==> src/include/lc3b_cfg.svh <==
// 8 registers and an 8-bit byte-addressed APB map; register n sits at REG0 + 4n, word aligned
`ifndef LC3B_CFG_SVH
`define LC3B_CFG_SVH

// register file depth, indices stay 3 bits wide
`define LC3B_NUM_REGS 8

// APB byte address width
`define LC3B_APB_AW 8

// address map
`define LC3B_ADDR_INSTR 8'h00
`define LC3B_ADDR_COUNT 8'h04
`define LC3B_ADDR_CC 8'h08
`define LC3B_ADDR_REG0 8'h20

`endif

==> src/verilog/lc3b_ctrl_pkg.sv <==
// control word for the ALU-only datapath; no memory, branch or PC fields exist here
package lc3b_ctrl_pkg;

    // shift operations live in aluop, no separate result mux
    typedef enum logic [2:0] {
        alu_add  = 3'd0,
        alu_and  = 3'd1,
        alu_not  = 3'd2,
        alu_sll  = 3'd3,
        alu_srl  = 3'd4,
        alu_sra  = 3'd5,
        alu_pass = 3'd6
    } lc3b_aluop;

    // all-zero word is a no-op: nothing is loaded
    typedef struct packed {
        lc3b_aluop aluop;
        // operand b from the sign-extended imm5
        logic      sr2mux_sel;
        logic      load_reg;
        logic      load_cc;
    } lc3b_control_word;

endpackage : lc3b_ctrl_pkg

==> src/verilog/lc3b_types.sv <==
// LC-3b ISA types only; the SHF form reuses the immediate view of the instruction word
package lc3b_types;

    typedef logic [15:0] lc3b_word;

    typedef enum logic [3:0] {
        op_br   = 4'b0000,
        op_add  = 4'b0001,
        op_ldb  = 4'b0010,
        op_stb  = 4'b0011,
        op_jsr  = 4'b0100,
        op_and  = 4'b0101,
        op_ldr  = 4'b0110,
        op_str  = 4'b0111,
        op_rti  = 4'b1000,
        op_not  = 4'b1001,
        op_ldi  = 4'b1010,
        op_sti  = 4'b1011,
        op_jmp  = 4'b1100,
        op_shf  = 4'b1101,
        op_lea  = 4'b1110,
        op_trap = 4'b1111
    } lc3b_opcode;

    // register form of ADD/AND, sr2 in the low bits
    typedef struct packed {
        lc3b_opcode opcode;
        logic [2:0] dr;
        logic [2:0] sr1;
        logic       mode;
        logic [1:0] zero;
        logic [2:0] sr2;
    } lc3b_instr_reg;

    // immediate form; for SHF mode is the arithmetic flag, imm5[4] the direction
    typedef struct packed {
        lc3b_opcode opcode;
        logic [2:0] dr;
        logic [2:0] sr1;
        logic       mode;
        logic [4:0] imm5;
    } lc3b_instr_imm;

    typedef union packed {
        lc3b_instr_reg r;
        lc3b_instr_imm i;
    } lc3b_instr;

endpackage : lc3b_types

==> src/verilog/apb_issue.sv <==
// APB slave without wait states on writes; reads stall until the pipeline is empty
`include "lc3b_cfg.svh"

module apb_issue
    import lc3b_types::*;
(
    input  logic                      clk,
    input  logic                      arst_n,
    input  logic                      psel,
    input  logic                      penable,
    input  logic                      pwrite,
    input  logic [`LC3B_APB_AW-1:0]   paddr,
    input  lc3b_word                  pwdata,
    output lc3b_word                  prdata,
    output logic                      pready,
    output logic                      pslverr,
    input  logic                      inflight,
    output logic                      issue_valid,
    output lc3b_instr                 issue_instr,
    output logic [2:0]                host_idx,
    input  lc3b_word                  host_rdata,
    input  logic [2:0]                cc_nzp,
    input  lc3b_word                  retire_count
);

    logic                    access;
    logic                    hit_instr;
    logic                    hit_count;
    logic                    hit_cc;
    logic                    hit_reg;
    logic [`LC3B_APB_AW-1:0] reg_offset;

    assign access    = psel && penable;
    assign hit_instr = (paddr == `LC3B_ADDR_INSTR);
    assign hit_count = (paddr == `LC3B_ADDR_COUNT);
    assign hit_cc    = (paddr == `LC3B_ADDR_CC);

    // register window, word aligned
    assign reg_offset = paddr - `LC3B_ADDR_REG0;
    assign hit_reg    = (paddr >= `LC3B_ADDR_REG0)
                     && (reg_offset < 4 * `LC3B_NUM_REGS)
                     && (paddr[1:0] == 2'b00);
    assign host_idx   = reg_offset[4:2];

    // writes finish at once, reads wait for every earlier instruction to retire
    assign pready  = access && (pwrite || !inflight);
    assign pslverr = pready && (pwrite ? !hit_instr : !(hit_count || hit_cc || hit_reg));

    always_comb
    begin
        prdata = '0;
        if (hit_count)
            prdata = retire_count;
        else if (hit_cc)
            prdata = {13'b0, cc_nzp};
        else if (hit_reg)
            prdata = host_rdata;
    end

    always_ff @(posedge clk or negedge arst_n)
    begin
        if (!arst_n)
            issue_valid <= 1'b0;
        else
            issue_valid <= access && pwrite && hit_instr;
    end

    always_ff @(posedge clk)
    begin
        if (access && pwrite && hit_instr)
            issue_instr <= pwdata;
    end

    // the two-cycle APB transfer limits issue to every other cycle
    a_issue_single: assert property (@(posedge clk) disable iff (!arst_n)
        issue_valid |=> !issue_valid);

endmodule : apb_issue

==> src/verilog/control_rom.sv <==
// pure decode of ADD, AND, NOT and SHF; any other opcode yields the all-zero word
module control_rom
    import lc3b_types::*, lc3b_ctrl_pkg::*;
(
    input  lc3b_opcode        opcode,
    input  logic              ir5,
    input  logic              ir4,
    output lc3b_control_word  ctrl
);

    always_comb
    begin
        ctrl = '0;

        case (opcode)
            op_add:
            begin
                ctrl.aluop      = alu_add;
                ctrl.sr2mux_sel = ir5;
                ctrl.load_reg   = 1'b1;
                ctrl.load_cc    = 1'b1;
            end

            op_and:
            begin
                ctrl.aluop      = alu_and;
                ctrl.sr2mux_sel = ir5;
                ctrl.load_reg   = 1'b1;
                ctrl.load_cc    = 1'b1;
            end

            op_not:
            begin
                ctrl.aluop    = alu_not;
                ctrl.load_reg = 1'b1;
                ctrl.load_cc  = 1'b1;
            end

            op_shf:
            begin
                // ir4 picks the direction, ir5 the sign fill on right shifts
                if (!ir4)
                    ctrl.aluop = alu_sll;
                else if (ir5)
                    ctrl.aluop = alu_sra;
                else
                    ctrl.aluop = alu_srl;
                ctrl.load_reg = 1'b1;
                ctrl.load_cc  = 1'b1;
            end

            default:
            begin
                ctrl = '0;
            end
        endcase
    end

endmodule : control_rom

==> src/verilog/decode_stage.sv <==
// one register stage; payload is captured only on an issued instruction
module decode_stage
    import lc3b_types::*, lc3b_ctrl_pkg::*;
(
    input  logic              clk,
    input  logic              arst_n,
    input  logic              issue_valid,
    input  lc3b_instr         issue_instr,
    output logic              dec_valid,
    output lc3b_instr         dec_instr,
    output lc3b_control_word  dec_ctrl
);

    lc3b_control_word rom_ctrl;

    control_rom control_rom_inst (
        .opcode (issue_instr.i.opcode),
        .ir5    (issue_instr.i.mode),
        .ir4    (issue_instr.i.imm5[4]),
        .ctrl   (rom_ctrl)
    );

    always_ff @(posedge clk or negedge arst_n)
    begin
        if (!arst_n)
            dec_valid <= 1'b0;
        else
            dec_valid <= issue_valid;
    end

    always_ff @(posedge clk)
    begin
        if (issue_valid)
        begin
            dec_instr <= issue_instr;
            dec_ctrl  <= rom_ctrl;
        end
    end

    // unsupported opcodes must retire without side effects
    a_noop_ctrl: assert property (@(posedge clk) disable iff (!arst_n)
        dec_valid && !(dec_instr.i.opcode inside {op_add, op_and, op_not, op_shf})
        |-> dec_ctrl == '0);

endmodule : decode_stage

==> src/verilog/execute_stage.sv <==
// register file is read combinationally here; no forwarding, the issue rate covers hazards
module execute_stage
    import lc3b_types::*, lc3b_ctrl_pkg::*;
(
    input  logic              clk,
    input  logic              arst_n,
    input  logic              dec_valid,
    input  lc3b_instr         dec_instr,
    input  lc3b_control_word  dec_ctrl,
    output logic [2:0]        rf_idx1,
    output logic [2:0]        rf_idx2,
    input  lc3b_word          rf_rdata1,
    input  lc3b_word          rf_rdata2,
    output logic              ex_valid,
    output logic              ex_load_reg,
    output logic              ex_load_cc,
    output logic [2:0]        ex_dr,
    output lc3b_word          ex_result
);

    lc3b_word   imm_sext;
    lc3b_word   opb;
    logic [3:0] shamt;
    lc3b_word   result;

    assign rf_idx1 = dec_instr.r.sr1;
    assign rf_idx2 = dec_instr.r.sr2;

    assign imm_sext = {{11{dec_instr.i.imm5[4]}}, dec_instr.i.imm5};
    assign opb      = dec_ctrl.sr2mux_sel ? imm_sext : rf_rdata2;
    assign shamt    = dec_instr.i.imm5[3:0];

    always_comb
    begin
        case (dec_ctrl.aluop)
            alu_add:  result = rf_rdata1 + opb;
            alu_and:  result = rf_rdata1 & opb;
            alu_not:  result = ~rf_rdata1;
            alu_sll:  result = rf_rdata1 << shamt;
            alu_srl:  result = rf_rdata1 >> shamt;
            // arithmetic shift keeps the sign bit
            alu_sra:  result = lc3b_word'($signed(rf_rdata1) >>> shamt);
            default:  result = '0;
        endcase
    end

    always_ff @(posedge clk or negedge arst_n)
    begin
        if (!arst_n)
        begin
            ex_valid    <= 1'b0;
            ex_load_reg <= 1'b0;
            ex_load_cc  <= 1'b0;
        end
        else
        begin
            ex_valid    <= dec_valid;
            ex_load_reg <= dec_valid && dec_ctrl.load_reg;
            ex_load_cc  <= dec_valid && dec_ctrl.load_cc;
        end
    end

    always_ff @(posedge clk)
    begin
        if (dec_valid)
        begin
            ex_dr     <= dec_instr.r.dr;
            ex_result <= result;
        end
    end

endmodule : execute_stage

==> src/verilog/lc3b_alu_pipe.sv <==
// three-stage ADD/AND/NOT/SHF pipeline behind APB; no memory, no PC, no branches
`include "lc3b_cfg.svh"

module lc3b_alu_pipe
    import lc3b_types::*, lc3b_ctrl_pkg::*;
(
    input  logic                      clk,
    input  logic                      arst_n,
    input  logic                      psel,
    input  logic                      penable,
    input  logic                      pwrite,
    input  logic [`LC3B_APB_AW-1:0]   paddr,
    input  lc3b_word                  pwdata,
    output lc3b_word                  prdata,
    output logic                      pready,
    output logic                      pslverr
);

    logic             inflight;
    logic             issue_valid;
    lc3b_instr        issue_instr;
    logic [2:0]       host_idx;
    lc3b_word         host_rdata;
    logic [2:0]       cc_nzp;
    lc3b_word         retire_count;
    logic             dec_valid;
    lc3b_instr        dec_instr;
    lc3b_control_word dec_ctrl;
    logic [2:0]       rf_idx1;
    logic [2:0]       rf_idx2;
    lc3b_word         rf_rdata1;
    lc3b_word         rf_rdata2;
    logic             ex_valid;
    logic             ex_load_reg;
    logic             ex_load_cc;
    logic [2:0]       ex_dr;
    lc3b_word         ex_result;

    // host reads hold off while either stage is busy
    assign inflight = dec_valid || ex_valid;

    apb_issue apb_issue_inst (
        .clk          (clk),
        .arst_n       (arst_n),
        .psel         (psel),
        .penable      (penable),
        .pwrite       (pwrite),
        .paddr        (paddr),
        .pwdata       (pwdata),
        .prdata       (prdata),
        .pready       (pready),
        .pslverr      (pslverr),
        .inflight     (inflight),
        .issue_valid  (issue_valid),
        .issue_instr  (issue_instr),
        .host_idx     (host_idx),
        .host_rdata   (host_rdata),
        .cc_nzp       (cc_nzp),
        .retire_count (retire_count)
    );

    decode_stage decode_stage_inst (
        .clk         (clk),
        .arst_n      (arst_n),
        .issue_valid (issue_valid),
        .issue_instr (issue_instr),
        .dec_valid   (dec_valid),
        .dec_instr   (dec_instr),
        .dec_ctrl    (dec_ctrl)
    );

    execute_stage execute_stage_inst (
        .clk         (clk),
        .arst_n      (arst_n),
        .dec_valid   (dec_valid),
        .dec_instr   (dec_instr),
        .dec_ctrl    (dec_ctrl),
        .rf_idx1     (rf_idx1),
        .rf_idx2     (rf_idx2),
        .rf_rdata1   (rf_rdata1),
        .rf_rdata2   (rf_rdata2),
        .ex_valid    (ex_valid),
        .ex_load_reg (ex_load_reg),
        .ex_load_cc  (ex_load_cc),
        .ex_dr       (ex_dr),
        .ex_result   (ex_result)
    );

    regfile_wb regfile_wb_inst (
        .clk          (clk),
        .arst_n       (arst_n),
        .ex_valid     (ex_valid),
        .ex_load_reg  (ex_load_reg),
        .ex_load_cc   (ex_load_cc),
        .ex_dr        (ex_dr),
        .ex_result    (ex_result),
        .rf_idx1      (rf_idx1),
        .rf_idx2      (rf_idx2),
        .host_idx     (host_idx),
        .rf_rdata1    (rf_rdata1),
        .rf_rdata2    (rf_rdata2),
        .host_rdata   (host_rdata),
        .cc_nzp       (cc_nzp),
        .retire_count (retire_count)
    );

endmodule : lc3b_alu_pipe

==> src/verilog/regfile_wb.sv <==
// writeback owns all architectural state; reads are combinational, counter wraps at 16 bits
`include "lc3b_cfg.svh"

module regfile_wb
    import lc3b_types::*;
(
    input  logic        clk,
    input  logic        arst_n,
    input  logic        ex_valid,
    input  logic        ex_load_reg,
    input  logic        ex_load_cc,
    input  logic [2:0]  ex_dr,
    input  lc3b_word    ex_result,
    input  logic [2:0]  rf_idx1,
    input  logic [2:0]  rf_idx2,
    input  logic [2:0]  host_idx,
    output lc3b_word    rf_rdata1,
    output lc3b_word    rf_rdata2,
    output lc3b_word    host_rdata,
    output logic [2:0]  cc_nzp,
    output lc3b_word    retire_count
);

    lc3b_word   regs [`LC3B_NUM_REGS];
    logic [2:0] nzp_next;

    assign rf_rdata1  = regs[rf_idx1];
    assign rf_rdata2  = regs[rf_idx2];
    assign host_rdata = regs[host_idx];

    // n, z, p from the sign and zero test
    assign nzp_next[2] = ex_result[15];
    assign nzp_next[1] = (ex_result == '0);
    assign nzp_next[0] = !ex_result[15] && (ex_result != '0);

    always_ff @(posedge clk or negedge arst_n)
    begin
        if (!arst_n)
        begin
            for (int i = 0; i < `LC3B_NUM_REGS; i++)
                regs[i] <= '0;
            cc_nzp       <= 3'b000;
            retire_count <= '0;
        end
        else if (ex_valid)
        begin
            // no-ops retire too
            retire_count <= retire_count + 16'd1;
            if (ex_load_reg)
                regs[ex_dr] <= ex_result;
            if (ex_load_cc)
                cc_nzp <= nzp_next;
        end
    end

    a_cc_onehot: assert property (@(posedge clk) disable iff (!arst_n)
        $onehot0(cc_nzp));

endmodule : regfile_wb
==> config.mk <==
export PLATFORM = sky130hd
export DESIGN_NAME = lc3b_alu_pipe
export DESIGN_NICKNAME = d
export VERILOG_FILES = /design/src/verilog/lc3b_ctrl_pkg.sv /design/src/verilog/lc3b_types.sv /design/src/verilog/apb_issue.sv /design/src/verilog/control_rom.sv /design/src/verilog/decode_stage.sv /design/src/verilog/execute_stage.sv /design/src/verilog/lc3b_alu_pipe.sv /design/src/verilog/regfile_wb.sv
export VERILOG_INCLUDE_DIRS = /design/src /design/src/include
export SDC_FILE = /design/constraint.sdc
export NUM_CORES = 1
export LEC_CHECK = 0
export BUFFER_PORTS_ARGS = -buffer_cell sky130_fd_sc_hd__clkbuf_2
export CAP_MARGIN = 25
export CORE_MARGIN = 5
export CORE_UTILIZATION = 50
export CTS_BUF_LIST = sky130_fd_sc_hd__clkbuf_8
export DETAILED_ROUTE_END_ITERATION = 10
export PLACE_DENSITY = 0.64
export RECOVER_POWER = 100
export SLEW_MARGIN = 20
export SYNTH_ARGS = -nofsm -noshare
export SYNTH_HDL_FRONTEND = slang
export SYNTH_SLANG_ARGS = --single-unit
==> constraint.sdc <==
create_clock -name clk -period 4.7 [get_ports clk]
set_input_delay 0.94 -clock clk [delete_from_list [all_inputs] [get_ports clk]]
set_output_delay 0.94 -clock clk [all_outputs]
set_load 0.005 [all_outputs]
# Word-level counts from Yosys, hierarchy flattened
# Cells that the tools add are included.
# W data, S select, Z words.
[classes]
n_div = 0
n_reduce_logical = 28
mux = 22
multipliers = 0
bitwise_logic = 6
shifts = 3
order_cmp = 7
eq_ne = 11
n_addsub = 3
[ops]
columns = ["operator", "count"]
rows = [
  ["$mux W16", 11],
  ["$bmux W16 S3", 3],
  ["$bwmux W128", 1],
  ["$pmux W16 S6", 1],
  ["$demux W16 S3", 1],
  ["$add A16 B1 Y16 const B", 1],
  ["$add A16 B16 Y16", 1],
  ["$and A16 B16 Y16", 1],
  ["$ge A4 B4 Y1 const B", 4],
  ["$logic_not A16 Y1", 1],
  ["$not A16 Y16", 1],
  ["$not A3 Y4", 4],
  ["$reduce_bool A16 Y1", 1],
  ["$shl A16 B4 Y16", 1],
  ["$shr A16 B4 Y16", 1],
  ["$sshr A16 B4 Y16", 1],
  ["$logic_and A1 B1 Y1", 11],
  ["$pmux W3 S3", 1],
  ["$eq A4 B4 Y1 const B", 2],
  ["$eq A8 B3 Y1 const B", 1],
  ["$eq A8 B4 Y1 const B", 1],
  ["$ge A8 B6 Y1 const B", 1],
  ["$logic_not A8 Y1", 1],
  ["$lt A8 B6 Y1 const B", 1],
  ["other kinds (17)", 27],
]
[word_totals]
ff_bits = 205
wordCells = 103
mem_bits_rw = 0
romBits = 0
in_bits = 29
latch_bits = 0
output_inout_bits = 18
n_memories = 0

# Logic depth before layout (Yosys ltp)
[logic_depth]
ltp_word = 8
depth_mapped = 15
ltp_nobuf = 12

# Hierarchy
# From an unflattened synthesis, not the netlist that was laid out.
[unflattened]
hier_cells = 1040
hier_area_um2 = 13728.2
[by_module_without_submodules]
columns = ["mod", "seq_area_each_um2", "area_each_um2", "instances", "cells_per_inst"]
rows = [
  ["regfile_wb", 3678.5, 8549.4, 1, 521],
  ["execute_stage", 645.6, 3528.4, 1, 419],
  ["apb_issue", 505.5, 893.4, 1, 68],
  ["decode_stage", 685.7, 685.7, 1, 23],
  ["control_rom", 0.0, 65.1, 1, 8],
  ["lc3b_alu_pipe", 0.0, 6.3, 1, 1],
]

# Worst setup path after synthesis
# No wires, ideal clock.
[synth_timing]
kind = "flip-flop to flip-flop"
startpoint = "register decode_stage_inst.dec_instr[1] (netlist name)"
endpoint = "register execute_stage_inst.ex_result[15] (data pin)"
setup_slack_ps = 450
required_ps = 4445
period_less_slack_ps = 4250
n_path_buf = 4
setup_ps = 255
path_stages_with_launch = 16
arrival_time_ps = 3995
path_cell_list = "edfxtp_1 -> buf_2 -> buf_1 -> buf_2 -> buf_1 -> mux4_2 -> nand2_1 -> a31oi_1 -> ha_1 -> and3_1 -> a31o_2 -> a21oi_1 -> a31oi_1 -> o221a_2 -> or3_1 -> a31o_1"
[synth_between]
elab_chain_cells = 7
elab_cells_between_ends = 11
[synth_rtl]
columns = ["item", "line_no", "text"]
rows = [
  ["start, declared", "decode_stage.sv:10", "output lc3b_instr dec_instr,"],
  ["start signal, assigned", "decode_stage.sv:35", "dec_instr <= issue_instr;"],
  ["$not A3 Y4 (implied by the code)", "regfile_wb.sv:28", "assign rf_rdata2 = regs[rf_idx2];"],
  ["$bmux W16 S3", "regfile_wb.sv:28", ""],
  ["$mux W16 (implied by the code) (2 in series)", "regfile_wb.sv:28", ""],
  ["$mux W16", "execute_stage.sv:30", "assign opb = dec_ctrl.sr2mux_sel ? imm_sext : rf_rdata2;"],
  ["$add A16 B16 Y16 or $and A16 B16 Y16 (tied branches)", "execute_stage.sv:36, execute_stage.sv:37", ""],
  ["$pmux W16 S6 *", "execute_stage.sv:35", "case (dec_ctrl.aluop)"],
  ["end signal, assigned", "execute_stage.sv:68", "ex_result <= result;"],
  ["end, declared", "execute_stage.sv:18", "output lc3b_word ex_result"],
]
# Mark *: on every way between the ends. The rest lies on a longest branch, timed or not. The select of a mux whose other input is x is not followed.
# A chain may end at the register's enable or synchronous reset.

# Final worst setup path
[layout_timing]
startpoint = "register decode_stage_inst.dec_instr[6] (netlist name)"
endpoint = "register execute_stage_inst.ex_result[8] (data pin)"
[layout_between]
elab_chain_cells = 6
elab_cells_between_ends = 11
[layout_rtl]
columns = ["item", "line_no", "text"]
rows = [
  ["$not A3 Y4 (implied by the code) *", "regfile_wb.sv:27", "assign rf_rdata1 = regs[rf_idx1];"],
  ["$bmux W16 S3 *", "regfile_wb.sv:27", ""],
  ["$mux W16 (implied by the code) * (2 in series)", "regfile_wb.sv:27", ""],
  ["$add A16 B16 Y16 (tied with other cells)", "execute_stage.sv:36", "alu_add: result = rf_rdata1 + opb;"],
  ["$pmux W16 S6 *", "execute_stage.sv:35", ""],
]
# Marked as above.

==> metrics <==
Core Area=0.0253 mm2; initial antenna violation count=0; share of cells above drive strength 1=34.0%; Synth Area in Compound Gates=9.49%; largest family of logic cells by synthesized area=multiplexers; Top FF cell, synth=dfrtp_1; Layout Cells excl Fill=1455; drt total wl=about 37000 um; H-tree Lvls=2; post-synth top area share=29.3%; EDFF count, synth=51; failing checks=capacitance limit, slew limit; Synth async-reset ratio=74.8%; Synth Area in XOR/XNOR=1.83%; worst-path cell with the longest stage delay=mux4_2; RSZ-0062 raised after global routing=false; cells after synthesis=1040; warnings from Yosys=0; worst-path maximum fanout=14; syn nets=between 1000 and 1500; final clock skew=0.0271 ns; row count=58; Die Height=171 um; CP most frequent cell=a21o_1; post-synthesis mux area share=roughly a third; dpl cells=1388; Die W=171 um; DR vias=about 9700; post-CTS setup buffer count=0; Cell Chain, Critical Path=buf_4 -> mux4_2 -> mux2_1 -> ha_1 -> fa_1 -> a211oi_1 -> o21ai_0 -> a21o_1 -> a21o_1 -> a21oi_1 -> xor2_1 -> o221ai_1; nets=between 1000 and 1500; Final Slew Violations=194; Resized Gates After CTS=0; area leader, netlist=dfrtp_1; Largest stage delay, worst path=approximately 0.54 ns; Worst setup EP type=flop; Post-Synth Adder-Cell Area=1.90%; Seq/Total Area, Yosys=between 40% and 50%; Period minus WS final=4.19 ns; maximum clock insertion buffer count=3; FF/Latch Area=around 0.0053 mm2; Routed wire per std cell=25.5 um; GPL Wtd Cong=0.973; Power Total=between 0.003 and 0.004 W; post-synthesis register bit count=roughly 200; post-route ant nets=0; Tot GR Track Use=~26%; Relative slew margins=-45.5%; CP arrival=4.46 ns; FMAX=239 MHz; post-DP HPWL=25900 um; simple-gate share of the synthesized area=7.59%; clk slew on worst S/H paths=approximately 0.060 ns; num ports=47; largest net degree at the start of global routing=88; Final Cycle Share=~90%; footprint of the multi-input gates=around 0.0072 mm2; latest clock arrival within the worst-skew pair=approximately 0.53 ns; worst hold slack=0.418 ns; worst hold path class=reg2reg; Mapped Area=0.0129 mm2; total global routing overflow=0; Clk Tree Root Cell=clkbuf_8; drt first pass iters=5; CTS tree=done; final setup margin=0.509 ns; Residual DRC=0; mean post-synth cell area=12.4 um2; maxcap violations=5; clock sink count=202; die area=0.0291 mm2; Inserted Clock Buffers=37; CP Launch Type=flop; Slew @ Worst Pin=2.18 ns; Layout area overhead=11.0%; PwrDens=253 mW/mm2; status=finished with violations; initial core utilization=51.0%; critical setup path kind=reg2reg; Layout fillers=2134; pre-CTS WS=0.639 ns; port bufs=46; diodes inserted=0; WP data required=4.96 ns; top cells by area, synth=dfrtp_1 (29%), mux4_2 (18%), mux2_2 (12%); setup TNS=0 ns; Leak=just over 6 nW; initial drt markers=around 1200; Max VDD drop=0.263 mV; Distinct cells, synth=63; final hold violation count=0; drt via density=6.66; vias in the first global route=9918; global-route wire length before repair=58000 um; Post-CTS Hold Buffers=0; endpoints failing setup=0
-- logic make-up after synthesis --
| group | count (synthesis) |
|---|---|
| xor gates and xnor gates | 27 |
| adders and majority gates | 19 |
| and+or+nand+nor | 213 |
| buffers and inverters | 93 |
| DFF | 202 |
| muxes | 299 |
| AOI/OAI and AO/OA | 187 |
-- Yosys cell counts, types with 15 or more instances --
cell and n:
mux2i_1 48, xnor2_1 16, nand2_1 83, a31oi_1 17
inv_1 19, o21ai_0 46, o22ai_1 24, buf_1 19
mux2_2 142, dfrtp_1 151, edfxtp_1 51, clkbuf_1 38
nand3_1 19, a21oi_1 23, ha_1 18, nor3_1 15
nor2_1 44, mux4_2 104
-- per-stage QoR --
stage               instance area (um2)  util (%)
floorplan                         12900         -
global placement                  13600      53.9
detailed placement                13600      53.9
CTS                               14400      56.9
global route                      14300      56.6
finish                            14300      56.6
-- sequential cells by signal, summed over array words and instances, names as in the netlist --
signal	cells
execute_stage_inst.ex_dr	3
regfile_wb_inst.cc_nzp	3
regfile_wb_inst.retire_count	16
decode_stage_inst.dec_instr	11
execute_stage_inst.ex_result	16
apb_issue_inst.issue_valid	1
decode_stage_inst.dec_ctrl	5
apb_issue_inst.issue_instr	16
decode_stage_inst.dec_valid	1
execute_stage_inst.ex_load_cc	1
execute_stage_inst.ex_valid	1
regfile_wb_inst.regs	128
-- power breakdown --
part	internal, W	total (W)	switching (W)
registers	0.00180	0.00180	0.000000696
clock network	0.000997	0.00174	0.000741
logic	0.0000299	0.0000874	0.0000575
-- cell usage in the layout, fill, tap and decap left out, drive strengths merged, types with 18 or more instances in the layout --
| master | n |
|---|---|
| mux2 | 142 |
| ha | 18 |
| o22ai | 24 |
| mux4 | 104 |
| clkbuf | 100 |
| dfrtp | 151 |
| o21ai | 51 |
| inv | 37 |
| edfxtp | 51 |
| buf | 31 |
| nor2 | 44 |
| nand3 | 19 |
| nand2 | 83 |
| mux2i | 53 |
| a21oi | 23 |
-- final timing paths --
check | cells past startpoint | endpoint | slack, ns | startpoint
max | 12 | execute_stage_inst.ex_result[8]$_SDFFCE_PN0P_ | 0.51 | decode_stage_inst.dec_instr[6]$_DFFE_PP_
min | 0 | decode_stage_inst.dec_instr[8]$_DFFE_PP_ | 0.42 | apb_issue_inst.issue_instr[8]$_DFFE_PP_
max reg2reg | 12 | execute_stage_inst.ex_result[8]$_SDFFCE_PN0P_ | 0.51 | decode_stage_inst.dec_instr[6]$_DFFE_PP_
min reg2reg | 0 | decode_stage_inst.dec_instr[8]$_DFFE_PP_ | 0.42 | apb_issue_inst.issue_instr[8]$_DFFE_PP_
max in group asynchronous | 2 | decode_stage_inst.dec_valid$_DFF_PN0_ | 1.07 | arst_n
min in group asynchronous | 1 | regfile_wb_inst.retire_count[5]$_DFFE_PN0P_ | 1.04 | arst_n
-- per-layer routing --
metal	track usage [%]	share of wire [%]	vias to the layer above
met5	0	0	-
met4	7.53	2.5	0
met3	5.24	8.1	70
met2	41.8	48	478
met1	35.8	41	4972
li1	-	-	4177
-- worst max-delay path: cells and delay by family (launching register included) --
| family | cells | cell delay, ns |
|---|---|---|
| compound gates | 6 | 1.23 |
| mux | 2 | 0.99 |
| fa+ha+maj | 2 | 0.74 |
| flops | 1 | 0.47 |
| buf+inv | 1 | 0.34 |
| xor+xnor | 1 | 0.16 |
-- cell type report --
class / count / share of cell area, %
multi-input cells: 745 / 50.3
flip-flops and latches: 202 / 37.0
clock buffers: 43 / 4.13
repair buffers: 88 / 3.80
well taps: 330 / 2.88
clock inverters: 23 / 1.20
inverters: 24 / 0.629
Power figures use the tool's default switching activity.
